==> config.mk <==
export PLATFORM = sky130hd
export DESIGN_NAME = obj_rom_arb
export DESIGN_NICKNAME = d
export VERILOG_FILES = /design/src/source/obj_rom_arb.sv
export VERILOG_INCLUDE_DIRS = /design/src /design/src/include
export SDC_FILE = /design/constraint.sdc
export NUM_CORES = 1
export LEC_CHECK = 0
export BUFFER_PORTS_ARGS = -buffer_cell sky130_fd_sc_hd__buf_2
export CAP_MARGIN = 20
export CORE_ASPECT_RATIO = 0.7
export CORE_MARGIN = 4
export CORE_UTILIZATION = 34
export DETAILED_ROUTE_END_ITERATION = 10
export GPL_ROUTABILITY_DRIVEN = 0
export HOLD_SLACK_MARGIN = 0.1
export PLACE_DENSITY = 0.75
export REMOVE_ABC_BUFFERS = 1
export SYNTH_ARGS = -nofsm -noshare
export SYNTH_HDL_FRONTEND = slang
export SYNTH_SLANG_ARGS = --single-unit
==> constraint.sdc <==
create_clock -name clk -period 1.5 [get_ports clk]
set_input_delay 0.15 -clock clk [delete_from_list [all_inputs] [get_ports clk]]
set_output_delay 0.15 -clock clk [all_outputs]
set_load 0.02 [all_outputs]
==> src/include/obj_defines.svh <==
// sprite engine sizes
`ifndef OBJ_DEFINES_SVH
`define OBJ_DEFINES_SVH

// sprite table
`define OBJ_ENTRIES 32    // entries in the table
`define OBJ_TBL_AW  7     // byte address, 4 bytes per entry

// per-line resources
`define OBJ_SLOTS   4     // renderers, extra sprites on a line are dropped

// sprite geometry
// square sprites, rows and columns alike
`define OBJ_SIZE    16

// graphics rom
// address is {code, row, word}
// 8 bit code, 4 bit row, 2 bit word of 4 pixels
`define OBJ_ROM_AW  14

`endif

==> src/source/obj_rom_arb.sv <==
// graphics rom arbiter
`timescale 1ns/1ps
`include "obj_defines.svh"

module obj_rom_arb (
    input  logic                   clk,
    input  logic                   reset,
    input  logic [`OBJ_SLOTS-1:0]  rom_req,
    input  logic [`OBJ_ROM_AW-1:0] rom_addr_slot [`OBJ_SLOTS],
    output logic [`OBJ_SLOTS-1:0]  rom_gnt,
    output logic [`OBJ_ROM_AW-1:0] obj_addr
);

    logic [`OBJ_SLOTS-1:0]         avail;
    logic [$clog2(`OBJ_SLOTS)-1:0] sel;

    // a slot granted this cycle still shows its old request
    assign avail = rom_req & ~rom_gnt;

    // lowest index wins
    always_comb begin
        sel = '0;
        for (int i = `OBJ_SLOTS - 1; i >= 0; i--) begin
            if (avail[i])
                sel = i[$clog2(`OBJ_SLOTS)-1:0];
        end
    end

    always_ff @(posedge clk) begin
        if (reset) begin
            rom_gnt <= '0;
        end else begin
            rom_gnt <= '0;
            if (|avail)
                rom_gnt[sel] <= 1'b1;   // one grant per cycle
        end
    end

    // address lines up with the grant
    always_ff @(posedge clk) begin
        if (|avail)
            obj_addr <= rom_addr_slot[sel];
    end

endmodule

; ---- Word level (Yosys, flattened, before mapping)
; Index checks and enable logic that the tools add are counted.
[classes]
addsub = 0
multipliers = 0
n_div = 0
order_cmp = 3
n_eq_ne = 0
n_shift = 0
muxes = 9
n_bitwise = 4
reduce_logical = 3
[op_table]
columns = cell, count
row1 = binary-select mux 14 bit (select 2 bit), 1
row2 = 2-to-1 mux 14 bit, 2
row3 = 2-to-1 mux 2 bit, 4
row4 = AND 4 bit, 1
row5 = NOT 4 bit, 1
row6 = OR reduction 4 bit, 1
row7 = ">= comparator 3 bit, second input constant", 1
row8 = "< comparator 2 x 3 -> 1 bit, second input constant", 1
row9 = NOT 2 -> 3 bit, 1
row10 = demux 1 bit (select 2 bit), 1
row11 = ">= comparator 2 x 1 -> 1 bit, second input constant", 1
row12 = OR reduction 2 bit, 1
row13 = logical AND 1 bit, 1
row14 = 2-to-1 mux 1 bit, 1
row15 = NOT 1 bit, 1
[totals]
ff_bits = 18
latch_bits = 0
ram_bits = 0
mem_bits_ro = 0
output_inout_bits = 18
n_memories = 0

; ---- Logic depth before layout (Yosys ltp)
[logic_depth]
depth_word = 10
ltp_mapped = 6
ltp_nobuf = 4

; ---- Worst setup path after synthesis
; OpenSTA, ideal clock, no wires.
[synth_timing]
path_type = flip-flop to flip-flop
start = reg rom_gnt[1]
end = reg obj_addr[10], data pin
setup_ps = 261
arrival_time_ps = 1439
slack_ps = -200
stages_incl_launch_ff = 7
period_less_slack_ps = 1700
path_cell_list = dfxtp_1 -> and2b_4 -> and2_1 -> buf_6 -> buf_6 -> a22o_1 -> a221o_1
[synth_via]
elab_chain_len = 8
[synth_lines]
columns = element, line_no
row1 = from (decl), obj_rom_arb.sv:10  ; output logic [`OBJ_SLOTS-1:0] rom_gnt,
row2 = from (signal assigned), obj_rom_arb.sv:31  ; rom_gnt <= '0;
row3 = from (signal assigned), obj_rom_arb.sv:33  ; rom_gnt <= '0;
row4 = "from (signal, indexed assignment)", obj_rom_arb.sv:35  ; rom_gnt[sel] <= 1'b1;
row5 = NOT 4 bit, obj_rom_arb.sv:18  ; assign avail = rom_req & ~rom_gnt;
row6 = AND 4 bit, obj_rom_arb.sv:18
row7 = 2-to-1 mux 2 bit (2 in series), obj_rom_arb.sv:24  ; if (avail[i])
row8 = NOT 2 -> 3 bit (implied by the code), obj_rom_arb.sv:42  ; obj_addr <= rom_addr_slot[sel];
row9 = binary-select mux 14 bit (select 2 bit), obj_rom_arb.sv:42
row10 = 2-to-1 mux 14 bit (implied by the code) (2 in series), obj_rom_arb.sv:42
row11 = to (signal assigned), obj_rom_arb.sv:42
row12 = to (decl), obj_rom_arb.sv:11  ; output logic [`OBJ_ROM_AW-1:0] obj_addr
; No other way between the ends. The select of a mux whose other input is x is not followed.
; A chain may end at the register's enable or synchronous reset.

; ---- Worst setup path after layout
[layout_timing]
start = reg rom_gnt[1]
end = reg obj_addr[13], data pin
; The elaborated chain is that of the path after synthesis.

==> results_dict.tcl <==
set metrics [dict create \
    outcome "finished with violations" \
    violations "negative setup slack" \
    pin_count 80 \
    grt_max_degree 16 \
    layout-drive-gt1-share_pct 65.4 \
    finalMaxSlewViolations 0 \
    cts_buffers 3 \
    layout_setup_ws_ns -0.0575 \
    postSynthAreaPerCell_um2 14.0 \
    crit_start "rom_gnt[1]" \
    critPathKind "reg -> reg" \
    detail-route-antenna-nets 0 \
    synthArstFlopShare_pct 0 \
    antenna_found_initial 0 \
    min_from "rom_addr_slot[52]" \
    die-area_um2 3730 \
    crit_path_cell_trace "and2b_4, nor4b_4, buf_4, a22o_1, a221o_1" \
    hp-class "in -> reg" \
    r2r_slack_ns -0.06 \
    worstMarginPinSlew_ns 0.266 \
    final.min_clock_period_ns 1.56 \
    grt_usage_pct 15.1 \
    wl_mm 2.99 \
    yosys-top-cells-area "edfxtp_1 (44%), a221o_1 (15%), a22o_1 (13%)" \
    syn-cell-area_um2 955 \
    path_clk_slew_ns 0.07 \
    end_kind "flip-flop" \
    fillCellCount 219 \
    insertion_delay_ns 0.25 \
    synth_top_cell_by_area "edfxtp_1" \
    syn_to_final_growth_pct 57.3 \
    wl_per_cell_um 15.7 \
    grt_pass1_vias 925 \
    yosysWarnings 0 \
    yosysSeqAreaShare_pct 52.4 \
    yosys.cell_types.count 17 \
    finalNonFillerCells 190 \
    cts_htree_levels 1 \
    drc 0 \
    cts_root_buf "clkbuf_8" \
    coreArea_um2 2570 \
    hold-path-cell-count 2 \
    synth_top_flop_cell "edfxtp_1" \
    synth-seq-cells 18 \
    synth_top_cell_area_share_pct 44.0 \
    n_antenna_cell 0 \
    setup_viol 10 \
    numClockSinks 18 \
    cts_tree "done" \
    first_pass_iters 4 \
    worstPathArrival_ns 1.56 \
    initialDrtViolationCount 36 \
    rsz0062_at_grt "true" \
    path_max_fanout 7 \
    hold_violations 0 \
    drt-vias-per-instance 5.07 \
    cp.required_ns 1.50 \
    finalClockSkew_ns 0.00112 \
    synth_common_cells "a221o_1 (14), a22o_1 (14), edfxtp_1 (14), buf_6 (5)" \
    num_vias 964 \
    rr_endpoint "obj_addr[13]" \
    fp.dieH_um 52.3 \
    p_leak_nw 0.743 \
    rr_startpoint "rom_gnt[1]" \
    ff2ff_path_depth 5 \
    syn_inst 68 \
    nets 219 \
    total_power_mw 1.37 \
    slew_headroom_pct 82.2 \
    clock.fmax_mhz 642 \
    gr-total-overflow 0 \
    peakVddDrop_uv 469 \
    io_buffers 79 \
    start_kind "flip-flop" \
    die_x_um 71.3 \
    clock_path_buffers 2 \
    fin_crit_sh_pct 104 \
    grt_pass1_wl_mm 4.22 \
    max_cap_violations 0 \
    dp_cells 181 \
    rows 15 \
    cpPeakStageDelay_ns 0.32 \
    cp_slowest_cell "dfxtp_2" \
    synth_edf_count 14 \
    power_density_nw_per_um2 909 \
    initial_core_util_pct 37.1 \
    whs_endpoint "obj_addr[10]" \
]
-- cells in the final DEF (no fill, tap or decap), drive strengths merged --
master | Yosys | layout
clkbuf | 0 | 3
and2 | 2 | 3
dlygate4sd3 | 0 | 1
nor4b | 1 | 1
dfxtp | 4 | 4
a221o | 14 | 14
and2b | 3 | 3
nand2 | 1 | 1
nor2b | 4 | 4
o31ai | 1 | 1
clkinv | 0 | 1
edfxtp | 14 | 14
a22o | 14 | 14
nand2b | 1 | 1
nor2 | 3 | 3
buf | 6 | 88
-- stage by stage --
step	hold slack (ns)	utilization, %	instance area [µm²]	setup WS (ns)	TNS (ns)
6_report	0.196	58.4	1500	-0.0575	-0.280
5_1_grt	0.178	58.4	1500	-0.0998	-0.957
4_1_cts	0.191	58.4	1500	-0.0420	-0.214
3_5_place_dp	0.362	53.9	1390	-0.352	-4.57
3_3_place_gp	0.357	53.9	1390	-0.248	-3.43
2_1_floorplan	0.222	-	891	-0.166	-2.32
-- final cells by class --
| type | count | area (µm²) | area share (%) |
|---|---|---|---|
| clock buffer | 3 | 41.3 | 2.75 |
| sequential | 18 | 502 | 33.4 |
| timing repair buffer | 89 | 498 | 33.2 |
| clock inverter | 1 | 3.75 | 0.250 |
| multi-input combinational | 45 | 414 | 27.6 |
| tap | 34 | 42.5 | 2.83 |
-- where the power goes --
part / total, mW / internal, mW / switching, mW
Clock: 0.337 / 0.182 / 0.156
Combinational: 0.405 / 0.201 / 0.204
Sequential: 0.623 / 0.608 / 0.0151
Total: 1.37 / 0.991 / 0.375
-- how the worst max path moves through the flow --
stage                    to  slack (ns)
2_1_floorplan   obj_addr[0]       -0.17
5_1_grt         obj_addr[5]        -0.1
3_3_place_gp   obj_addr[13]       -0.25
4_1_cts         obj_addr[3]       -0.04
3_5_place_dp    obj_addr[5]       -0.35
6_report       obj_addr[13]       -0.06
-- registers in the layout, summed over array words and instances, names as in the netlist --
signal,count
rom_gnt,4
obj_addr,14
-- worst max-delay path, delay by kind of cell, from the launching register on --
kind / cells / cell delay [ns]
AOI/OAI and AO/OA: 2 / 0.49
and+or+nand+nor: 2 / 0.34
DFF: 1 / 0.32
buffers and inverters: 1 / 0.15
-- metal layers --
| layer | GRT usage, % | vias up | share of wire (%) |
|---|---|---|---|
| li1 | - | 465 | - |
| met1 | 15.8 | 457 | 36 |
| met2 | 28.0 | 36 | 56 |
| met3 | 6.13 | 6 | 6.4 |
| met4 | 4.06 | 0 | 1.8 |
| met5 | 0 | - | 0 |
-- repair_timing --
| item | 4_1_cts | 5_1_grt |
|---|---|---|
| hold buffers | 1 | 0 |
| buffers inserted | 3 | 0 |
| endpoints found under the hold margin | 3 | 0 |
| endpoints found under the setup margin | 14 | 14 |
| pin swaps | 16 | 1 |
| resized for setup | 7 | 0 |
| gates cloned | 1 | 0 |
-- kinds of logic after synthesis --
logic type / after synthesis / share of synthesized area, %
compound gates: 29 / 28.8
buf+inv: 6 / 6.68
flops: 18 / 52.4
simple gates: 15 / 12.1
No activity file was read; power rests on OpenSTA's default activity.
