`src/include/obj_defines.svh`:
```
// sprite engine sizes
`ifndef OBJ_DEFINES_SVH
`define OBJ_DEFINES_SVH

// sprite table
`define OBJ_ENTRIES 32    // entries in the table
`define OBJ_TBL_AW  7     // byte address, 4 bytes per entry

// per-line resources
`define OBJ_SLOTS   4     // renderers, extra sprites on a line are dropped

// sprite geometry
// square sprites, rows and columns alike
`define OBJ_SIZE    16

// graphics rom
// address is {code, row, word}
// 8 bit code, 4 bit row, 2 bit word of 4 pixels
`define OBJ_ROM_AW  14

`endif

```
`src/source/obj_screen_pkg.sv`:
```
// screen side types
package obj_screen_pkg;

    // line or pixel coordinate, wraps at 256
    typedef logic [7:0] scr_pos_t;

    // one pixel as stored in the line buffer
    // palette goes out as the upper nibble
    typedef struct packed {
        logic [3:0] pal;     // palette select
        logic [3:0] color;   // 0 is transparent
    } obj_pixel_t;

endpackage

```
`src/source/obj_sprite_pkg.sv`:
```
// sprite table types
package obj_sprite_pkg;

    // attribute byte of a table entry
    typedef struct packed {
        logic       rsv7;    // not decoded
        logic       hflip;   // mirror the row
        logic [1:0] rsv54;   // not decoded
        logic [3:0] pal;     // palette select
    } obj_attr_t;

    // one table entry, byte 0 in the low bits
    typedef struct packed {
        obj_attr_t  attr;    // byte 3
        logic [7:0] code;    // byte 2, tile number
        logic [7:0] x;       // byte 1, left edge
        logic [7:0] y;       // byte 0, line of the top row
    } obj_entry_t;

    // what the scanner hands to a slot
    typedef struct packed {
        logic [7:0] x;       // left edge on screen
        logic [7:0] code;    // tile number
        logic [3:0] row;     // row within the sprite
        logic       hflip;
        logic [3:0] pal;
    } obj_load_t;

endpackage

```
`src/source/obj_scan.sv`:
```
// sprite table and line scanner
`timescale 1ns/1ps
`include "obj_defines.svh"

module obj_scan
    import obj_screen_pkg::*;
    import obj_sprite_pkg::*;
(
    input  logic                   clk,
    input  logic                   reset,
    input  logic                   tbl_we,
    input  logic [`OBJ_TBL_AW-1:0] tbl_addr,
    input  logic [7:0]             tbl_data,
    input  logic                   hinit,
    input  scr_pos_t               v,
    output logic [`OBJ_SLOTS-1:0]  load,
    output obj_load_t              load_data,
    output logic                   scan_done
);

    // table split by byte lane, whole entry read at once
    logic [7:0] tbl_y    [`OBJ_ENTRIES];
    logic [7:0] tbl_x    [`OBJ_ENTRIES];
    logic [7:0] tbl_code [`OBJ_ENTRIES];
    logic [7:0] tbl_attr [`OBJ_ENTRIES];

    logic                            active;    // scan in progress
    logic [$clog2(`OBJ_ENTRIES)-1:0] idx;       // entry under test
    logic [$clog2(`OBJ_SLOTS)-1:0]   slot_idx;  // next free slot
    scr_pos_t                        line_q;    // line being prepared, v+1
    obj_entry_t                      cur;
    logic [7:0]                      diff;
    logic                            visible;

    always_ff @(posedge clk) begin
        if (tbl_we) begin
            case (tbl_addr[1:0])
                2'd0:    tbl_y[tbl_addr[`OBJ_TBL_AW-1:2]]    <= tbl_data;
                2'd1:    tbl_x[tbl_addr[`OBJ_TBL_AW-1:2]]    <= tbl_data;
                2'd2:    tbl_code[tbl_addr[`OBJ_TBL_AW-1:2]] <= tbl_data;
                default: tbl_attr[tbl_addr[`OBJ_TBL_AW-1:2]] <= tbl_data;
            endcase
        end
    end

    assign cur = {tbl_attr[idx], tbl_code[idx], tbl_x[idx], tbl_y[idx]};

    // distance below the sprite top, wraps mod 256
    assign diff    = line_q - cur.y;
    assign visible = active && (diff < `OBJ_SIZE);

    always_ff @(posedge clk) begin
        if (reset) begin
            active    <= 1'b0;
            idx       <= '0;
            slot_idx  <= '0;
            line_q    <= '0;
            load      <= '0;
            scan_done <= 1'b0;
        end else begin
            load      <= '0;    // pulses only
            scan_done <= 1'b0;
            if (hinit) begin
                active   <= 1'b1;
                idx      <= '0;
                slot_idx <= '0;
                line_q   <= v + 8'd1;   // work is for the next line
            end else if (active) begin
                idx <= idx + 1'b1;
                if (visible) begin
                    load[slot_idx] <= 1'b1;
                    slot_idx       <= slot_idx + 1'b1;
                end
                // table end or last slot taken
                if (idx == `OBJ_ENTRIES - 1 ||
                        (visible && slot_idx == `OBJ_SLOTS - 1)) begin
                    active    <= 1'b0;
                    scan_done <= 1'b1;
                end
            end
        end
    end

    // payload goes with the load pulse
    always_ff @(posedge clk) begin
        if (visible) begin
            load_data.x     <= cur.x;
            load_data.code  <= cur.code;
            load_data.row   <= diff[3:0];
            load_data.hflip <= cur.attr.hflip;
            load_data.pal   <= cur.attr.pal;
        end
    end

endmodule

```
`config.mk`:
```
export PLATFORM = sky130hd
export DESIGN_NAME = obj_scan
export DESIGN_NICKNAME = d
export VERILOG_FILES = /design/src/source/obj_screen_pkg.sv /design/src/source/obj_sprite_pkg.sv /design/src/source/obj_scan.sv
export VERILOG_INCLUDE_DIRS = /design/src /design/src/include
export SDC_FILE = /design/constraint.sdc
export NUM_CORES = 1
export LEC_CHECK = 0
export BUFFER_PORTS_ARGS = -buffer_cell sky130_fd_sc_hd__clkbuf_2
export CAP_MARGIN = 20
export CORE_AREA = 3 3 323 484
export CTS_CLUSTER_SIZE = 16
export DETAILED_ROUTE_END_ITERATION = 12
export DIE_AREA = 0 0 326 487
export SETUP_SLACK_MARGIN = 0.05
export SLEW_MARGIN = 0
export SYNTH_ARGS = -nofsm -noshare
export SYNTH_HDL_FRONTEND = slang
export SYNTH_SLANG_ARGS = --single-unit
```
`constraint.sdc`:
```
create_clock -name clk -period 5.3 [get_ports clk]
set_clock_uncertainty 0.05 [all_clocks]
set_input_delay 0 -clock clk [delete_from_list [all_inputs] [get_ports clk]]
set_output_delay 0 -clock clk [all_outputs]
set_load 0.01 [all_outputs]
```
**Yosys cells after proc, flatten, opt, wreduce, memory -nomap -nowiden**

Memories as Yosys holds them, arrays and structs flattened. A register that Yosys moved wholly into a read port is not among the register bits.
Cells that the tools add are included.

- Flip-flop bits (word level): 25
- RAM bits: 1024
- Input port bits: 27
- Output and inout port bits: 30
- Logic and storage cells: 54
- Memories: 4

- Add/subtract/negate cells: 4
- Magnitude comparators: 3
- Eq/ne operators: 4
- Muxes and demuxes: 20
- Bitwise gates (word level): 2
- Reduce and logical (&&, ||, !) cells: 10

Memories:

| name | depth | width | rd ports | clocked after memory_dff | write ports | RTL line | source |
|---|---|---|---|---|---|---|---|
| tbl_attr | 32 | 8 | 1 | 1 | 1 | obj_scan.sv:25 | `` logic [7:0] tbl_attr [`OBJ_ENTRIES]; `` |
| tbl_code | 32 | 8 | 1 | 1 | 1 | obj_scan.sv:24 | `` logic [7:0] tbl_code [`OBJ_ENTRIES]; `` |
| tbl_x | 32 | 8 | 1 | 1 | 1 | obj_scan.sv:23 | `` logic [7:0] tbl_x [`OBJ_ENTRIES]; `` |
| tbl_y | 32 | 8 | 1 | 1 | 1 | obj_scan.sv:22 | `` logic [7:0] tbl_y [`OBJ_ENTRIES]; `` |

Operators with widths:

| kind | number |
|---|---|
| $mux 1 | 17 |
| $mux 5 | 2 |
| $add 8x1->8 const B | 1 |
| $lt 8x5->1 const B | 1 |
| $sub 8x8->8 | 1 |
| $reduce_or 3->1 | 2 |
| $add 5x1->5 const B | 1 |
| $eq 5x5->1 const B | 1 |
| $eq 2x2->1 const B | 2 |
| $reduce_or 4->1 | 1 |
| $logic_and 1x1->1 | 3 |
| $lt 2x3->1 const B | 1 |
| $add 2x1->2 const B | 1 |
| $demux 1 s2 | 1 |
| $eq 2x1->1 const B | 1 |
| $ge 2x1->1 const B | 1 |
| $logic_not 2->1 | 1 |
| $not 1->1 | 2 |
| $reduce_and 2->1 | 1 |
| $reduce_or 2->1 | 1 |
| $logic_or 1x1->1 | 1 |

**Logic depth before layout (Yosys ltp)**

- Depth after elaboration: 8
- Depth in mapped cells: 14
- Depth with buffers taken out: 12

**Least setup slack after synthesis**

No wires, ideal clock.

- Kind: register -> register
- From: register with a tool-made name
- To: register load_data[0] (netlist name)
- Library setup time: 0.389 ns
- Arrival time: 4.521 ns
- Required time: 4.861 ns
- Slack: 0.340 ns
- Cell stages (with the launch flop): 14
- Buffers on the path: 3
- Clock period less this slack: 4.960 ns
- Cell sequence: dfxtp_1 -> clkbuf_1 -> buf_2 -> buf_1 -> mux4_2 -> mux4_2 -> mux2i_1 -> ha_1 -> o21a_1 -> o31a_1 -> o21ai_0 -> a211o_1 -> xnor3_1 -> nor2_2

==> impl_metrics.toml <==
[sta]
fmax_ghz = 0.209
min_period_ps = 4780
slew_headroom_pct = 24.3
fin_crit_sh_pct = 90.3
hold_viol = 0
tns_ps = 0
rsz0062_at_grt = "no"
setup_viol = 0
slew_violations = 0
worst_slew_pin_slew_ps = 1130

[global_route]
grt_max_degree = 100
grt_pass1_vias = 18356
track_usage_pct = 10.8
grt.overflow.total = 0
grt_pass1_wl_mm = 128
antenna_found_initial = 4

[cells_and_area]
multi_input_area_um2 = 8410
drive_gt1_share_pct = 29.5
final_cell_mix = "edfxtp_1 (953), mux4_2 (287), nor2_1 (149), clkbuf_16 (93), clkbuf_2 (48)"
synthToLayoutAreaGrowth_pct = 16.2
nFillCells = 14640
final_area_um2 = 44100
final_nets = 1850
regArea_um2 = 29200
layout_commonest_cell = "edfxtp_1"

[place]
place_area_um2 = 40800
dp_hpwl_mm = 56.5
io_buffers = 56
place_congestion = 0.834

[clock_tree]
cts.root.buffer_cell = "clkbuf_16"
post_cts_buffers = 0
cts_buffers = 93
h-tree-depth = 3
clockBufferDepth = 3
cts_tree = "built"
clkSinkCount = 979
clk_pin_slew_ps = 60
clock_latency_ps = 650

[yosys]
avgSynthCellArea_um2 = 22.4
synth-async-reset-ratio_pct = 0
netlist_area_um2 = 37900
synth_edf_count = 953
synth_cells = 1692
yosysSeqAreaShare_pct = 76.8
yosys_warnings = 0
synth.distinct_cells = 45
synth_flop_cell = "edfxtp_1"
ys_ff_latch = 979
synth_nets = 1734

[setup_path]
worstPathCellList = "buf_4, buf_4, mux4_2, mux4_2, mux2i_1, ha_1, o21a_1, o31a_1, o21ai_0, a211o_1, xnor3_1, nor2_4, buf_12"
cp_slowest_cell = "dfxtp_4"
worstSetupPathType = "flip-flop to flip-flop"
rrSetupSlack_ps = 520
path_max_fanout = 21
startpoint_type = "flip-flop"
cp_slowest_stage_delay_ps = 540
path_delay_family = "multiplexers"
crit_buf_inv = 3
arrival_ps = 5070
required_ps = 5590
critPathCaptureType = "flip-flop"

[detailed_routing]
drc = 0
wl_mm = 87.4
wl_met1_mm = 32.9
drt_pass1_iterations = 5
wl_met2_mm = 47.2
routed-wl-met3_mm = 5.13
wl_per_cell_um = 22.3
ant_nets = 0
dr.first_iter.drc_count = 1716
vias = 17159
vias_per_cell = 4.38
highest_layer = "met5"

[min_path]
hold_class = "primary input to flip-flop"

[floorplan]
dieArea_um2 = 159000
core-area_um2 = 152000
start_util_pct = 24.9
die_w_um = 326
ioPinCount = 57
rows = 175
die_h_um = 487

[pwr]
leakagePower_nw = 12.9
ir_worst_vdd_mv = 0.203
p_per_area_nw_per_um2 = 357

[outcome]
status = "complete, no violations"

[job]
maxCapViolCount = 0
-- synthesized netlist by cell type, drive strengths merged (6+ instances only) --
library cell | number | area, um2
edfxtp | 953 | 28600
mux4 | 287 | 6460
nor2 | 150 | 566
clkbuf | 64 | 240
nand2 | 35 | 131
buf | 27 | 109
dfxtp | 26 | 521
mux2 | 24 | 270
ha | 14 | 175
mux2i | 14 | 140
inv | 11 | 41.3
and3 | 8 | 55.1
nand3 | 8 | 40.0
nor2b | 7 | 43.8
xor2 | 7 | 61.3
a211oi | 6 | 45.0
o21ai | 6 | 30.0
-- per-layer routing --
metal	vias up	track usage (%)
li1	7278	-
met1	9192	12.7
met2	555	20.1
met3	128	1.96
met4	6	3.26
met5	-	0
-- per-stage QoR --
stage          hold WS (ps)  instances  power (W)  setup WS (ps)  utilization (%)
2_1_floorplan          48.9       1692    0.00897            340                -
3_3_place_gp            168       3719    0.00920            556             26.8
3_5_place_dp            167       3722    0.00922            494             26.8
4_1_cts                56.5       3912     0.0159            467             28.9
5_1_grt                70.7       3916     0.0162            220             29.0
6_report               38.3       3917     0.0157            516             29.0
-- path summary, 6_finish.rpt --
check | start | to | cells after the start
max | flip-flop | load_data[2] | 13
min reg2reg | line_q[6] | line_q[6] | 2
max reg2reg | flip-flop | load_data[2] | 13
min | tbl_data[5] | tbl_code[7][5] | 1
-- area by class of cell --
cell class	count	area share, %
Clock inverter	67	1.55
Inverter	11	0.0937
Clock buffer	101	5.35
Multi-Input combinational cell	611	19.1
Timing Repair Buffer	112	2.00
Tap cell	2035	5.78
Antenna cell	1	0.00568
Sequential cell	979	66.2
-- kinds of logic (layout without fill, tap and decap cells) --
family,Yosys count,after routing,share of synthesized area (%)
DFF,979,979,76.8
AOI/OAI and AO/OA,26,26,0.465
xor gates and xnor gates,13,13,0.376
adders and majority gates,15,15,0.515
other,0,1,0
and+or+nand+nor,232,232,2.67
buffers and inverters,102,291,1.03
muxes,325,325,18.1
-- flip-flops by register name, indices dropped and copies added, names as in the netlist, named ones only --
register,flops
active,1
idx,5
line_q,8
load,4
load_data,25
scan_done,1
slot_idx,2
tbl_attr,160
tbl_code,256
tbl_x,256
tbl_y,256
-- power breakdown --
| part | switching, W | internal, W |
|---|---|---|
| sequential | 0.0000270 | 0.00852 |
| clock | 0.00281 | 0.00385 |
| combinational | 0.000312 | 0.000199 |
| total | 0.00315 | 0.0126 |
-- timing repair --
| item | CTS | global route |
|---|---|---|
| hold endpoints to repair | 270 | 0 |
| resized for setup | 0 | 0 |
| hold buffers | 22 | 0 |
(Power assumes the default switching activity.)
