### src/include/obj_defines.svh
// sprite engine sizes
`ifndef OBJ_DEFINES_SVH
`define OBJ_DEFINES_SVH

// sprite table
`define OBJ_ENTRIES 32    // entries in the table
`define OBJ_TBL_AW  7     // byte address, 4 bytes per entry

// per-line resources
`define OBJ_SLOTS   4     // renderers, extra sprites on a line are dropped

// sprite geometry
// square sprites, rows and columns alike
`define OBJ_SIZE    16

// graphics rom
// address is {code, row, word}
// 8 bit code, 4 bit row, 2 bit word of 4 pixels
`define OBJ_ROM_AW  14

`endif

### src/source/obj_screen_pkg.sv
// screen side types
package obj_screen_pkg;

    // line or pixel coordinate, wraps at 256
    typedef logic [7:0] scr_pos_t;

    // one pixel as stored in the line buffer
    // palette goes out as the upper nibble
    typedef struct packed {
        logic [3:0] pal;     // palette select
        logic [3:0] color;   // 0 is transparent
    } obj_pixel_t;

endpackage

### src/source/obj_sprite_pkg.sv
// sprite table types
package obj_sprite_pkg;

    // attribute byte of a table entry
    typedef struct packed {
        logic       rsv7;    // not decoded
        logic       hflip;   // mirror the row
        logic [1:0] rsv54;   // not decoded
        logic [3:0] pal;     // palette select
    } obj_attr_t;

    // one table entry, byte 0 in the low bits
    typedef struct packed {
        obj_attr_t  attr;    // byte 3
        logic [7:0] code;    // byte 2, tile number
        logic [7:0] x;       // byte 1, left edge
        logic [7:0] y;       // byte 0, line of the top row
    } obj_entry_t;

    // what the scanner hands to a slot
    typedef struct packed {
        logic [7:0] x;       // left edge on screen
        logic [7:0] code;    // tile number
        logic [3:0] row;     // row within the sprite
        logic       hflip;
        logic [3:0] pal;
    } obj_load_t;

endpackage

### src/source/obj_slot.sv
// sprite slot renderer
`timescale 1ns/1ps
`include "obj_defines.svh"

module obj_slot
    import obj_screen_pkg::*;
    import obj_sprite_pkg::*;
(
    input  logic                   clk,
    input  logic                   reset,
    input  logic                   load,
    input  obj_load_t              load_data,
    output logic                   rom_req,
    output logic [`OBJ_ROM_AW-1:0] rom_addr,
    input  logic                   rom_gnt,
    input  logic [15:0]            rom_data,
    output logic                   pxl_valid,
    output scr_pos_t               pxl_x,
    output obj_pixel_t             pxl_data,
    input  logic                   pxl_pop,
    output logic                   slot_busy
);

    obj_load_t               ld;          // sprite held for this line
    logic [`OBJ_SIZE*4-1:0]  row_q;       // leftmost pixel in the top nibble
    logic [1:0]              req_word;    // word being asked for
    logic [1:0]              fill_cnt;    // words already back
    logic                    gnt_d;       // data from our grant arrives now
    logic [3:0]              pix;         // pixel index 0..15
    logic [3:0]              off;         // screen offset after flip
    logic [8:0]              pos;         // carry marks a wrap past 255

    assign rom_addr = {ld.code, ld.row, req_word};

    always_ff @(posedge clk) begin
        if (reset) begin
            rom_req   <= 1'b0;
            req_word  <= '0;
            fill_cnt  <= '0;
            gnt_d     <= 1'b0;
            pix       <= '0;
            pxl_valid <= 1'b0;
            slot_busy <= 1'b0;
        end else begin
            gnt_d <= rom_gnt;
            if (load) begin
                rom_req   <= 1'b1;
                req_word  <= '0;
                fill_cnt  <= '0;
                pix       <= '0;
                pxl_valid <= 1'b0;
                slot_busy <= 1'b1;
            end else begin
                if (rom_gnt) begin
                    req_word <= req_word + 1'b1;
                    if (req_word == 2'd3)
                        rom_req <= 1'b0;    // whole row requested
                end
                if (gnt_d) begin
                    fill_cnt <= fill_cnt + 1'b1;
                    if (fill_cnt == 2'd3)
                        pxl_valid <= 1'b1;  // row complete, start offering
                end
                if (pxl_pop && pxl_valid) begin
                    pix <= pix + 1'b1;
                    if (pix == `OBJ_SIZE - 1) begin
                        pxl_valid <= 1'b0;
                        slot_busy <= 1'b0;
                    end
                end
            end
        end
    end

    // sprite payload, no reset
    always_ff @(posedge clk) begin
        if (load)
            ld <= load_data;
        if (gnt_d)
            row_q <= {row_q[`OBJ_SIZE*4-17:0], rom_data};   // word 0 ends on top
        else if (pxl_pop && pxl_valid)
            row_q <= row_q << 4;    // next pixel to the top
    end

    assign off = ld.hflip ? 4'(`OBJ_SIZE - 1) - pix : pix;
    assign pos = {1'b0, ld.x} + {5'd0, off};

    assign pxl_x          = pos[7:0];
    assign pxl_data.pal   = ld.pal;
    assign pxl_data.color = pos[8] ? 4'd0 : row_q[`OBJ_SIZE*4-1 -: 4];  // wrapped ones dropped

endmodule

### config.mk
export PLATFORM = sky130hd
export DESIGN_NAME = obj_slot
export DESIGN_NICKNAME = d
export VERILOG_FILES = /design/src/source/obj_screen_pkg.sv /design/src/source/obj_sprite_pkg.sv /design/src/source/obj_slot.sv
export VERILOG_INCLUDE_DIRS = /design/src /design/src/include
export SDC_FILE = /design/constraint.sdc
export NUM_CORES = 1
export LEC_CHECK = 0
export ABC_AREA = 1
export BUFFER_PORTS_ARGS = -buffer_cell sky130_fd_sc_hd__buf_2
export CAP_MARGIN = 0
export CORE_UTILIZATION = 55
export DETAILED_ROUTE_END_ITERATION = 16
export PLACE_DENSITY = 0.79
export SYNTH_ARGS = -nofsm -noshare
export SYNTH_HDL_FRONTEND = slang
export SYNTH_SLANG_ARGS = --single-unit
### constraint.sdc
create_clock -name clk -period 4.45 [get_ports clk]
set_input_delay 0.89 -clock clk [delete_from_list [all_inputs] [get_ports clk]]
set_output_delay 0.89 -clock clk [all_outputs]
set_load 0.02 [all_outputs]
# Yosys cells after proc, flatten, opt, wreduce, memory -nomap -nowiden
# Index checks and enable logic that the tools add are counted.
[classes]
n_mux = 14
n_addsub = 5
reduce_logical = 9
n_eq_ne = 3
[ops]
columns = ["op", "count"]
rows = [
  ["$mux W64", 2],
  ["$mux W1", 10],
  ["$reduce_bool A2 Y1", 5],
  ["$add A8 B4 Y9", 1],
  ["$mux W4", 2],
  ["$add A2 B1 Y2 const B", 2],
  ["$add A4 B1 Y4 const B", 1],
  ["$eq A2 B2 Y1 const B", 2],
  ["$eq A4 B4 Y1 const B", 1],
  ["$reduce_and A2 Y1", 2],
  ["$sub A4 B4 Y4 const A", 1],
  ["$reduce_or A2 Y1", 1],
  ["$logic_and A1 B1 Y1", 1],
]
[word_totals]
ff_bits = 101
elab_cells = 44
in_bits = 46
output_inout_bits = 33

# Depth between registers and ports, before layout
# Gate-level depths: netlist of the first run.
[logic_depth]
word_depth = 5
ltp_mapped = 8
ltp_nobuf = 8

# Worst setup path after synthesis of the first run
# OpenSTA, ideal clock, no wires.
[synth_path]
path_kind = "register to output"
start = "register ld[4] in the netlist's numbering"
end = "output port pxl_data[0] in the netlist's numbering"
arrival_ps = 1959
setup_slack_ps = 1601
path_buffers = 0
path_stages_with_launch = 7
cell_sequence = "edfxtp_1 -> xor2_1 -> ha_1 -> fa_1 -> nand3_1 -> nand2_1 -> a21boi_0"
[synth_rtl]
columns = ["item", "line", "text"]
rows = [
  ["start: declaration", "obj_slot.sv:24", "obj_load_t ld;"],
  ["start signal: assignment", "obj_slot.sv:78", "ld <= load_data;"],
  ["end: declaration", "obj_slot.sv:19", "output obj_pixel_t pxl_data,"],
]

==> flow_summary.yaml, run 1 <==
outcome:
  result_of_the_run: "finished with violations"
  failed_checks: "design-rule violations"
die:
  ports: 79
  initial_utilization_pct: 56.4
  floorplan.core_area_um2: 7690
  dieArea_um2: 8250
  rows: 32
  floorplan.die.width_um: 90.8
  die_h_um: 90.8
worst_setup_path:
  cp_data_required_time_ps: 3560
  crit_path_end_kind: "output pin"
  worstPathCellList: "xor2_1, ha_1, fa_1, nand3_1, nand2_1, a21boi_0, buf_2"
  worstPathBufferInverterCount: 1
  timing_worst_setup_path_type: "reg -> out"
  start_kind: "register"
  worst_ep_arrival_time_ps: 2270
  timing.critical_path.fanout_max: 7
  crit_cells: 7
  ff2ff_path_depth: 4
  timing.critical_path.slowest_cell_delay_ps: 480
  crit_path_max_delay_cell_type: "sky130_fd_sc_hd__edfxtp_1"
  crit_family: "adder cells"
synth:
  postSynthNetCount: 448
  synth.ff_latch_count: 101
  post_synth_inst_count: 394
  synthDistinctLibCells: 24
  yosys_warnings: 0
  synth_largest_type_area_fraction_pct: 61.6
  netlist_area_um2: 4340
  synth_top_area_cell: "sky130_fd_sc_hd__edfxtp_1"
  netlist_top_cells_area: "sky130_fd_sc_hd__edfxtp_1 (62%), sky130_fd_sc_hd__nand2_1 (10%), sky130_fd_sc_hd__dfxtp_1 (5.5%)"
  postSynthAreaPerCell_um2: 11.0
  synth.yosys.seq_area_share_pct: 67.1
grt:
  grt_antenna_before_repair: 0
  grt_use_met3_pct: 3.70
  grt_pass1_wl_mm: 11.5
  maximum_number_of_pins_on_one_net_before_global_route_repair: 69
  number_of_global_route_vias_before_repair: 2612
  groute.layer.met1.usage_pct: 22.1
  met2_routing_resource_usage_after_global_routing_pct: 29.5
  grtUsageTotal_pct: 17.8
  globalRouteOverflowTotal: 0
  most_utilized_layer_in_the_global_route_result: "met2"
sta:
  timing.setup.tns_ps: 0
  drv_slew: 0
  worstMarginPinSlew_ps: 713
  relSlewSlack_pct: 52.3
  rsz0062_at_grt: "false"
  fmax_mhz: 317
  finalWorstPathRequiredPeriod_ps: 3160
  setup_viol: 0
  final.period_utilization_pct: 70.9
  final_clock_skew_ps: 17.2
  hold_viol_final: 0
pwr:
  vdd_drop_max_uv: 216
  leakage_nw: 2.14
  power.total_mw: 1.91
  power_density_normalized_to_cell_area_nw_per_um2: 389
clock_network:
  cts_root_buffer_type: "sky130_fd_sc_hd__clkbuf_8"
  cts.htree.levels: 3
  clock_insertion_delay_worst_skew_ps: 370
  cts.sinks: 101
  cts.repair.resized: 0
  cts_made_buffers: 9
  cts_max_path_buffers: 2
  post_cts_hold_buffer_count: 0
  worst_setup_hold_path_clk_slew_ps: 100
  cts_setup_buffers: 0
  cts_tree: "built"
layout:
  final.fill_count: 656
  finalInstanceArea_um2: 4900
  post_route_cells_drive_above_1_share_pct: 22.2
  utilization_pct: 63.7
  antennaDiodeCount: 0
  syn2layout_area_growth_pct: 12.9
  nNetsFinal: 512
drt:
  drt_first_iter_violations: 187
  detail_route.wirelength_mm: 6.79
  avgRoutedWirePerCell_um: 12.0
  detail_route_antenna_nets: 0
  dr.pass1.iters: 10
  dr_total_vias: 2763
  remaining_drc_errors: 2
  post_drt_via_cell_ratio: 4.89
place:
  detailedPlacementHpwl_mm: 4.49
  portBuffers: 78
  gp_routability_congestion: 0.776
  dpl_cell_area_um2: 4690
min_path:
  hold_path_depth: 2
  timing.hold.worst.class: "reg -> reg"
run:
  cap_violations: 0
[through the flow]
step           instances  setup slack, ps  hold WS, ps
4_1_cts              565             1270          469
3_3_place_gp         549             1720          443
2_1_floorplan        394             1600          443
3_5_place_dp         549             1680          455
6_report             565             1290          467
5_1_grt              565             1060          490
[area by class of cell]
class / count / area, um2 / share of cell area, %
multi-input cells: 224 / 1080 / 22.1
inverters: 40 / 150 / 3.07
clock inverters: 7 / 78.8 / 1.61
well taps: 102 / 128 / 2.61
flip-flops and latches: 101 / 2910 / 59.5
clock buffers: 9 / 124 / 2.53
repair buffers: 82 / 420 / 8.58
[final timing paths]
| kind | start | end | slack, ps |
|---|---|---|---|
| max | ld[4]$_DFFE_PP_ | pxl_data[3] | 1290 |
| min reg2reg | rom_req$_SDFFE_PP0P_ | rom_req$_SDFFE_PP0P_ | 470 |
| min | rom_req$_SDFFE_PP0P_ | rom_req$_SDFFE_PP0P_ | 470 |
| max reg2reg | gnt_d$_SDFF_PP0_ | row_q[53]$_DFFE_PP_ | 2260 |
[kinds of logic (layout without fill, tap and decap cells)]
logic type                 count (synthesis)  in the layout  share of synthesized area (%)
adders and majority gates                  8              8                           2.48
DFF                                      101            101                           67.1
and+or+nand+nor                          145            145                           13.1
AOI/OAI and AO/OA                         61             61                           7.32
xor gates and xnor gates                  10             10                           2.02
buffers and inverters                     69            138                           7.99
[tightest hold or removal path, delay by kind of cell, from the launching register on]
family           cells  cell delay (ps)
AO/OA/AOI/OAI        1               50
flip-flops           1              320
AND/OR/NAND/NOR      1               60
[registers in the layout, summed over array words and instances, names as in the netlist]
register / flops
req_word: 2
rom_addr: 12
ld: 9
rom_req: 1
row_q: 64
fill_cnt: 2
gnt_d: 1
pix: 4
pxl_data: 4
slot_busy: 1
pxl_valid: 1
[report_power, final]
group	internal [mW]	switching (mW)
logic	0.0735	0.135
registers	1.09	0.0192
clock network	0.267	0.321
total	1.43	0.476
[synth_stat cells]
master	number
sky130_fd_sc_hd__nor3_1	1
sky130_fd_sc_hd__edfxtp_1	89
sky130_fd_sc_hd__o21bai_1	1
sky130_fd_sc_hd__inv_1	39
sky130_fd_sc_hd__xor2_1	7
sky130_fd_sc_hd__clkbuf_1	2
sky130_fd_sc_hd__buf_4	19
sky130_fd_sc_hd__o21ai_0	26
sky130_fd_sc_hd__nor3_2	1
sky130_fd_sc_hd__nand4_1	1
sky130_fd_sc_hd__nand2_1	120
sky130_fd_sc_hd__ha_1	7
sky130_fd_sc_hd__inv_2	1
sky130_fd_sc_hd__buf_6	1
sky130_fd_sc_hd__o21ai_1	23
sky130_fd_sc_hd__fa_1	1
sky130_fd_sc_hd__xnor2_1	3
sky130_fd_sc_hd__buf_2	7
sky130_fd_sc_hd__a21boi_0	4
sky130_fd_sc_hd__or2_2	1
sky130_fd_sc_hd__a21oi_1	7
sky130_fd_sc_hd__nand3_1	8
sky130_fd_sc_hd__dfxtp_1	12
sky130_fd_sc_hd__nor2_1	13
[layout by cell type, fill, tap and decap left out, types with 2 or more instances in the layout]
cell type                  netlist  routed
sky130_fd_sc_hd__nand2_1       120     119
sky130_fd_sc_hd__edfxtp_1       89      89
sky130_fd_sc_hd__buf_2           7      78
sky130_fd_sc_hd__inv_1          39      39
sky130_fd_sc_hd__o21ai_0        26      26
sky130_fd_sc_hd__o21ai_1        23      23
sky130_fd_sc_hd__nor2_1         13      13
sky130_fd_sc_hd__dfxtp_1        12      11
sky130_fd_sc_hd__clkbuf_8        0       9
sky130_fd_sc_hd__nand3_1         8       8
sky130_fd_sc_hd__xor2_1          7       7
sky130_fd_sc_hd__a21oi_1         7       7
sky130_fd_sc_hd__ha_1            7       7
sky130_fd_sc_hd__a21boi_0        4       4
sky130_fd_sc_hd__buf_4          19       4
sky130_fd_sc_hd__xnor2_1         3       3
sky130_fd_sc_hd__inv_6           0       3
sky130_fd_sc_hd__clkinv_4        0       2
[per-layer routing]
layer / part of all wire (%) / vias up / wire, um
met5: 0 / - / 0
met4: 2.2 / 0 / 152
met3: 3.2 / 16 / 217
met2: 50 / 59 / 3400
met1: 44 / 1267 / 3020
li1: - / 1421 / -
No activity file was read; power rests on OpenSTA's default activity.
==> run 2: changes to the inputs <==
--- a/config.mk
+++ b/config.mk
@@ -6,7 +6,7 @@
 export SDC_FILE = /design/constraint.sdc
 export NUM_CORES = 1
 export LEC_CHECK = 0
-export ABC_AREA = 1
+export ABC_AREA = 0
 export BUFFER_PORTS_ARGS = -buffer_cell sky130_fd_sc_hd__buf_2
 export CAP_MARGIN = 0
 export CORE_UTILIZATION = 55
==> constraint.sdc (replaced) <==
create_clock -name clk -period 3.2 [get_ports clk]
set_input_delay 0.64 -clock clk [delete_from_list [all_inputs] [get_ports clk]]
set_output_delay 0.64 -clock clk [all_outputs]
set_load 0.02 [all_outputs]
==> flow_summary.yaml, run 2 <==
run:
  cap_violations: 0
place:
  portBuffers: 78
  gp_routability_congestion: 0.843
  detailedPlacementHpwl_mm: 4.48
  place.detailed.instances: 425
drt:
  remaining_drc_errors: 0
  detail_route_antenna_nets: 0
  avgRoutedWirePerCell_um: 14.7
  dr.pass1.iters: 4
  detail_route.wirelength_mm: 6.51
  dr_total_vias: 2279
  drt_first_iter_violations: 136
  post_drt_via_cell_ratio: 5.16
synth:
  postSynthAreaPerCell_um2: 16.4
  synth-edff-count: 89
  yosys.cell_count.top_type: "sky130_fd_sc_hd__edfxtp_1"
  yosys_warnings: 0
  post_synth_inst_count: 267
  synth_largest_type_area_fraction_pct: 61.1
  yosys_most_used_dff: "sky130_fd_sc_hd__edfxtp_1"
  netlist_area_um2: 4380
  synth_top_area_cell: "sky130_fd_sc_hd__edfxtp_1"
  synth.yosys.seq_area_share_pct: 66.6
  synth_top_cells_by_count: "sky130_fd_sc_hd__edfxtp_1 (89), sky130_fd_sc_hd__mux2_2 (48), sky130_fd_sc_hd__buf_4 (16), sky130_fd_sc_hd__dfxtp_1 (12), sky130_fd_sc_hd__mux2_4 (12)"
  postSynth.asyncResetShare_pct: 0
  postSynthNetCount: 321
  netlist_top_cells_area: "sky130_fd_sc_hd__edfxtp_1 (61%), sky130_fd_sc_hd__mux2_2 (12%), sky130_fd_sc_hd__dfxtp_1 (5.5%)"
  synthDistinctLibCells: 33
  synth.ff_latch_count: 101
sta:
  drv_slew: 0
  worstMarginPinSlew_ps: 861
  finalWorstPathRequiredPeriod_ps: 3070
  fmax_mhz: 326
  rsz0062_at_grt: "false"
  setup_viol: 0
  hold_viol_final: 0
  final.period_utilization_pct: 95.9
  final_clock_skew_ps: 13.6
  relSlewSlack_pct: 42.6
  timing.setup.tns_ps: 0
clock_network:
  cts_max_path_buffers: 2
  cts.htree.levels: 3
  cts_tree: "built"
  worst_setup_hold_path_clk_slew_ps: 100
  post_cts_hold_buffer_count: 0
  cts.sinks: 101
  cts_root_buffer_type: "sky130_fd_sc_hd__clkbuf_8"
  cts_made_buffers: 9
  cts.repair.resized: 0
  clock_insertion_delay_worst_skew_ps: 360
worst_setup_path:
  worstPathCellList: "xor2_1, ha_1, fa_1, a21o_1, a21o_1, a21boi_0, buf_2"
  crit_path_max_delay_cell_type: "sky130_fd_sc_hd__edfxtp_1"
  timing.critical_path.fanout_max: 5
  timing_worst_setup_path_type: "reg -> out"
  critPathMostFrequentCell: "sky130_fd_sc_hd__a21o_1"
  cp_data_required_time_ps: 2560
  start_kind: "register"
  timing.critical_path.slowest_cell_delay_ps: 440
  crit_path_end_kind: "output pin"
  worst_ep_arrival_time_ps: 2430
die:
  floorplan.core_area_um2: 7730
  dieArea_um2: 8320
  die_h_um: 91.2
  initial_utilization_pct: 56.6
  rows: 32
  ports: 79
  floorplan.die.width_um: 91.2
min_path:
  timing.hold.worst.class: "in -> reg"
layout:
  layout.cells.most_common_list: "sky130_fd_sc_hd__edfxtp_1 (89), sky130_fd_sc_hd__buf_2 (78), sky130_fd_sc_hd__mux2_2 (48), sky130_fd_sc_hd__mux2_4 (12), sky130_fd_sc_hd__dfxtp_1 (11)"
  top_register: "row_q"
  final.fill_count: 576
  antennaDiodeCount: 0
  area.sequential_um2: 2910
  flip_flop_count_of_the_largest_register_all_copies_and_words_added: 64
  multi_input_area_um2: 1270
  layout_commonest_cell: "sky130_fd_sc_hd__edfxtp_1"
  syn2layout_area_growth_pct: 12.9
  post_route_cells_drive_above_1_share_pct: 47.4
  finalNonFillerCells: 442
  nNetsFinal: 389
outcome:
  result_of_the_run: "finished, final reports clean"
grt:
  grtUsageTotal_pct: 17.0
  maximum_number_of_pins_on_one_net_before_global_route_repair: 68
  grt_antenna_before_repair: 0
  globalRouteOverflowTotal: 0
  number_of_global_route_vias_before_repair: 2224
  grt_pass1_wl_mm: 10.8
pwr:
  leakage_nw: 1.90
  power_density_normalized_to_cell_area_nw_per_um2: 537
  vdd_drop_max_uv: 287
-- run 2: cell count changes after synthesis, sizes merged, moves of 3 or more --
cell / change
and2: +4
inv: -37
mux2: +60
nand2: -115
nor2: -3
o21ai: -46
-- run 2: cell type report --
type                            instances  share of cell area [%]
Multi-Input combinational cell        138                    25.7
Clock buffer                           10                    2.58
Sequential cell                       101                    59.0
Tap cell                              102                    2.58
Timing Repair Buffer                   82                    8.51
Clock inverter                          6                    1.42
Inverter                                3                   0.228
-- run 2: timing repair --
action	CTS	global route
setup endpoints to repair	0	4
hold endpoints to repair	0	0
setup buffers	0	1
-- run 2: power breakdown --
group / total (mW) / internal [mW] / switching (mW) / leakage (nW)
sequential: 1.54 / 1.51 / 0.0295 / 0.946
clock: 0.800 / 0.367 / 0.433 / 0.0895
combinational: 0.307 / 0.140 / 0.166 / 0.862
total: 2.65 / 2.02 / 0.629 / 1.90
-- run 2: per-layer routing --
| layer | wire length [um] | part of all wire, % | vias to the layer above | track usage (%) |
|---|---|---|---|---|
| met4 | 97 | 1.5 | 0 | 7.14 |
| met2 | 3140 | 48 | 63 | 26.5 |
| met1 | 3020 | 46 | 1086 | 23.3 |
| li1 | - | - | 1118 | - |
| met3 | 243 | 3.7 | 12 | 3.69 |
| met5 | 0 | 0 | - | 0 |
-- run 2: worst paths after layout --
check | end | depth (start not counted) | startpoint | slack (ps)
max | pxl_data[3] | 7 | ld[4]$_DFFE_PP_ | 130
min reg2reg | slot_busy$_SDFFE_PP0P_ | 2 | slot_busy$_SDFFE_PP0P_ | 500
min | rom_addr[5]$_DFFE_PP_ | 1 | load_data[8] | 450
max reg2reg | row_q[52]$_DFFE_PP_ | 3 | pxl_valid$_SDFF_PP0_ | 1460
-- run 2: critical path, delay by kind of cell, from the launching register on --
family          cells  cell delay, ps
compound gates      3             650
xor+xnor            1             170
fa+ha+maj           2             630
buf+inv             1             190
flops               1             440
-- run 2: cell families after synthesis --
kind of cell / synth area share (%)
XOR/XNOR: 2.40
adder cells (fa/ha/maj): 2.46
flip-flops: 66.6
buffers and inverters: 4.46
multiplexers: 16.9
AO/OA/AOI/OAI: 3.46
AND/OR/NAND/NOR: 3.72
-- run 2: per-stage QoR --
stage | setup WS (ps) | area, um2 | hold WS (ps) | total power, mW | utilization, %
global route | 15.3 | 4940 | 421 | 2.76 | 63.9
CTS | 43.6 | 4930 | 432 | 2.67 | 63.8
detailed placement | 441 | 4730 | 496 | 1.88 | 61.3
global placement | 549 | 4730 | 461 | 1.87 | 61.3
finish | 132 | 4940 | 448 | 2.65 | 63.9
floorplan | 426 | 4380 | 465 | 1.80 | -
==> run 3: changes to the inputs <==
--- a/config.mk
+++ b/config.mk
@@ -10,6 +10,7 @@
 export BUFFER_PORTS_ARGS = -buffer_cell sky130_fd_sc_hd__buf_2
 export CAP_MARGIN = 0
 export CORE_UTILIZATION = 55
+export CTS_BUF_LIST = sky130_fd_sc_hd__clkbuf_16
 export DETAILED_ROUTE_END_ITERATION = 16
 export PLACE_DENSITY = 0.79
 export SYNTH_ARGS = -nofsm -noshare
==> flow_summary.yaml, run 3 (synthesized netlist as in run 2, its figures left out) <==
grt:
  number_of_global_route_vias_before_repair: 2231
  maximum_number_of_pins_on_one_net_before_global_route_repair: 68
  grt_pass1_wl_mm: 10.9
  globalRouteOverflowTotal: 0
  grt_antenna_before_repair: 0
  grtUsageTotal_pct: 17.2
min_path:
  timing.hold.worst.start: "load_data[3]"
  hold_path_depth: 1
  timing.hold.worst.class: "in -> reg"
drt:
  dr_total_vias: 2283
  dr.pass1.iters: 4
  detail_route_antenna_nets: 0
  remaining_drc_errors: 0
  detail_route.wirelength_mm: 6.61
  post_drt_via_cell_ratio: 5.17
  drt_first_iter_violations: 127
  avgRoutedWirePerCell_um: 15.0
worst_setup_path:
  worst_ep_arrival_time_ps: 2400
  crit_path_max_delay_cell_type: "sky130_fd_sc_hd__edfxtp_1"
  critPathMostFrequentCell: "sky130_fd_sc_hd__a21o_1"
  crit_path_end_kind: "output pin"
  timing.rr.start: "pxl_valid$_SDFF_PP0_"
  timing.critical_path.fanout_max: 5
  start_kind: "register"
  cp_data_required_time_ps: 2560
  worstPathCellList: "xor2_1, ha_1, fa_1, a21o_1, a21o_1, a21boi_0, buf_2"
  crit_family: "compound AO/OA/AOI/OAI gates"
  worstPathBufferInverterCount: 1
  timing_worst_setup_path_type: "reg -> out"
  timing.critical_path.slowest_cell_delay_ps: 430
  ff2ff_path_depth: 3
  cp-startpoint: "ld[4]$_DFFE_PP_"
  crit_cells: 7
layout:
  layout_commonest_cell: "sky130_fd_sc_hd__edfxtp_1"
  nNetsFinal: 389
  syn2layout_area_growth_pct: 15.2
  antennaDiodeCount: 0
  post_route_cells_drive_above_1_share_pct: 47.4
  finalNonFillerCells: 442
  layout.cells.most_common_list: "sky130_fd_sc_hd__edfxtp_1 (89), sky130_fd_sc_hd__buf_2 (78), sky130_fd_sc_hd__mux2_2 (48), sky130_fd_sc_hd__mux2_4 (12), sky130_fd_sc_hd__dfxtp_1 (11)"
  top_register: "row_q"
  flip_flop_count_of_the_largest_register_all_copies_and_words_added: 64
sta:
  worstMarginPinSlew_ps: 867
  finalHoldWorstSlack_ps: 478
  finalWorstPathRequiredPeriod_ps: 3040
  relSlewSlack_pct: 42.2
  hold_viol_final: 0
  final_clock_skew_ps: 8.36
  fmax_mhz: 329
  final.period_utilization_pct: 94.9
  rsz0062_at_grt: "false"
  drv_slew: 0
  setup_viol: 0
  timing.setup.tns_ps: 0
die:
  dieArea_um2: 8320
  floorplan.core_area_um2: 7730
  die_h_um: 91.2
  floorplan.die.width_um: 91.2
  rows: 32
  ports: 79
  initial_utilization_pct: 56.6
place:
  gp_routability_congestion: 0.843
  place.detailed.instances: 425
  portBuffers: 78
  detailedPlacementHpwl_mm: 4.48
run:
  cap_violations: 0
clock_network:
  cts_root_buffer_type: "sky130_fd_sc_hd__clkbuf_16"
  cts.repair.resized: 0
  clock_insertion_delay_worst_skew_ps: 330
  cts_max_path_buffers: 2
  cts_setup_buffers: 0
  cts.htree.levels: 3
  cts_made_buffers: 9
  cts.sinks: 101
  post_cts_hold_buffer_count: 0
  cts_tree: "built"
  worst_setup_hold_path_clk_slew_ps: 70
pwr:
  leakage_nw: 1.95
  power_density_normalized_to_cell_area_nw_per_um2: 580
  vdd_drop_max_uv: 310
outcome:
  result_of_the_run: "finished, final reports clean"
==> run 3: changes by cell type in the layout (fill, tap and decap cells not counted), sizes merged <==
cell / previous run / this run
clkbuf: 10 / 9
inv: 5 / 6
==> run 3: layout make-up <==
type	count	area, um2
clock buffer	9	225
inverter	3	11.3
timing repair buffer	82	420
tap	102	128
fill	562	2690
clock inverter	7	73.8
sequential	101	2910
multi-input combinational	138	1270
==> run 3: final timing paths <==
path                                               end  slack [ps]
worst max-delay path                       pxl_data[3]         160
worst min-delay path             pxl_data[7]$_DFFE_PP_         480
worst max register to register     row_q[38]$_DFFE_PP_        1440
worst min register to register  slot_busy$_SDFFE_PP0P_         480
==> run 3: layer usage <==
layer	vias to the layer above	global-route usage, %	share of wire [%]
met5	-	0	0
met4	0	7.14	1.3
met3	8	3.52	3.6
met2	61	27.3	49
met1	1093	23.1	46
li1	1121	-	-
==> run 3: through the flow <==
step                      power [mW]  instance area (um2)  util [%]  setup slack, ps
after floorplan                 1.80                 4380         -              426
after global placement          1.87                 4730      61.3              549
after detailed placement        1.88                 4730      61.3              441
after CTS                       2.94                 5030      65.1             80.3
after global routing            3.04                 5040      65.2             53.0
final                           2.92                 5040      65.2              163
==> run 3: report_power, final <==
group | switching (mW) | internal (mW) | total, mW
registers | 0.0297 | 1.52 | 1.54
logic | 0.167 | 0.141 | 0.308
clock network | 0.461 | 0.609 | 1.07
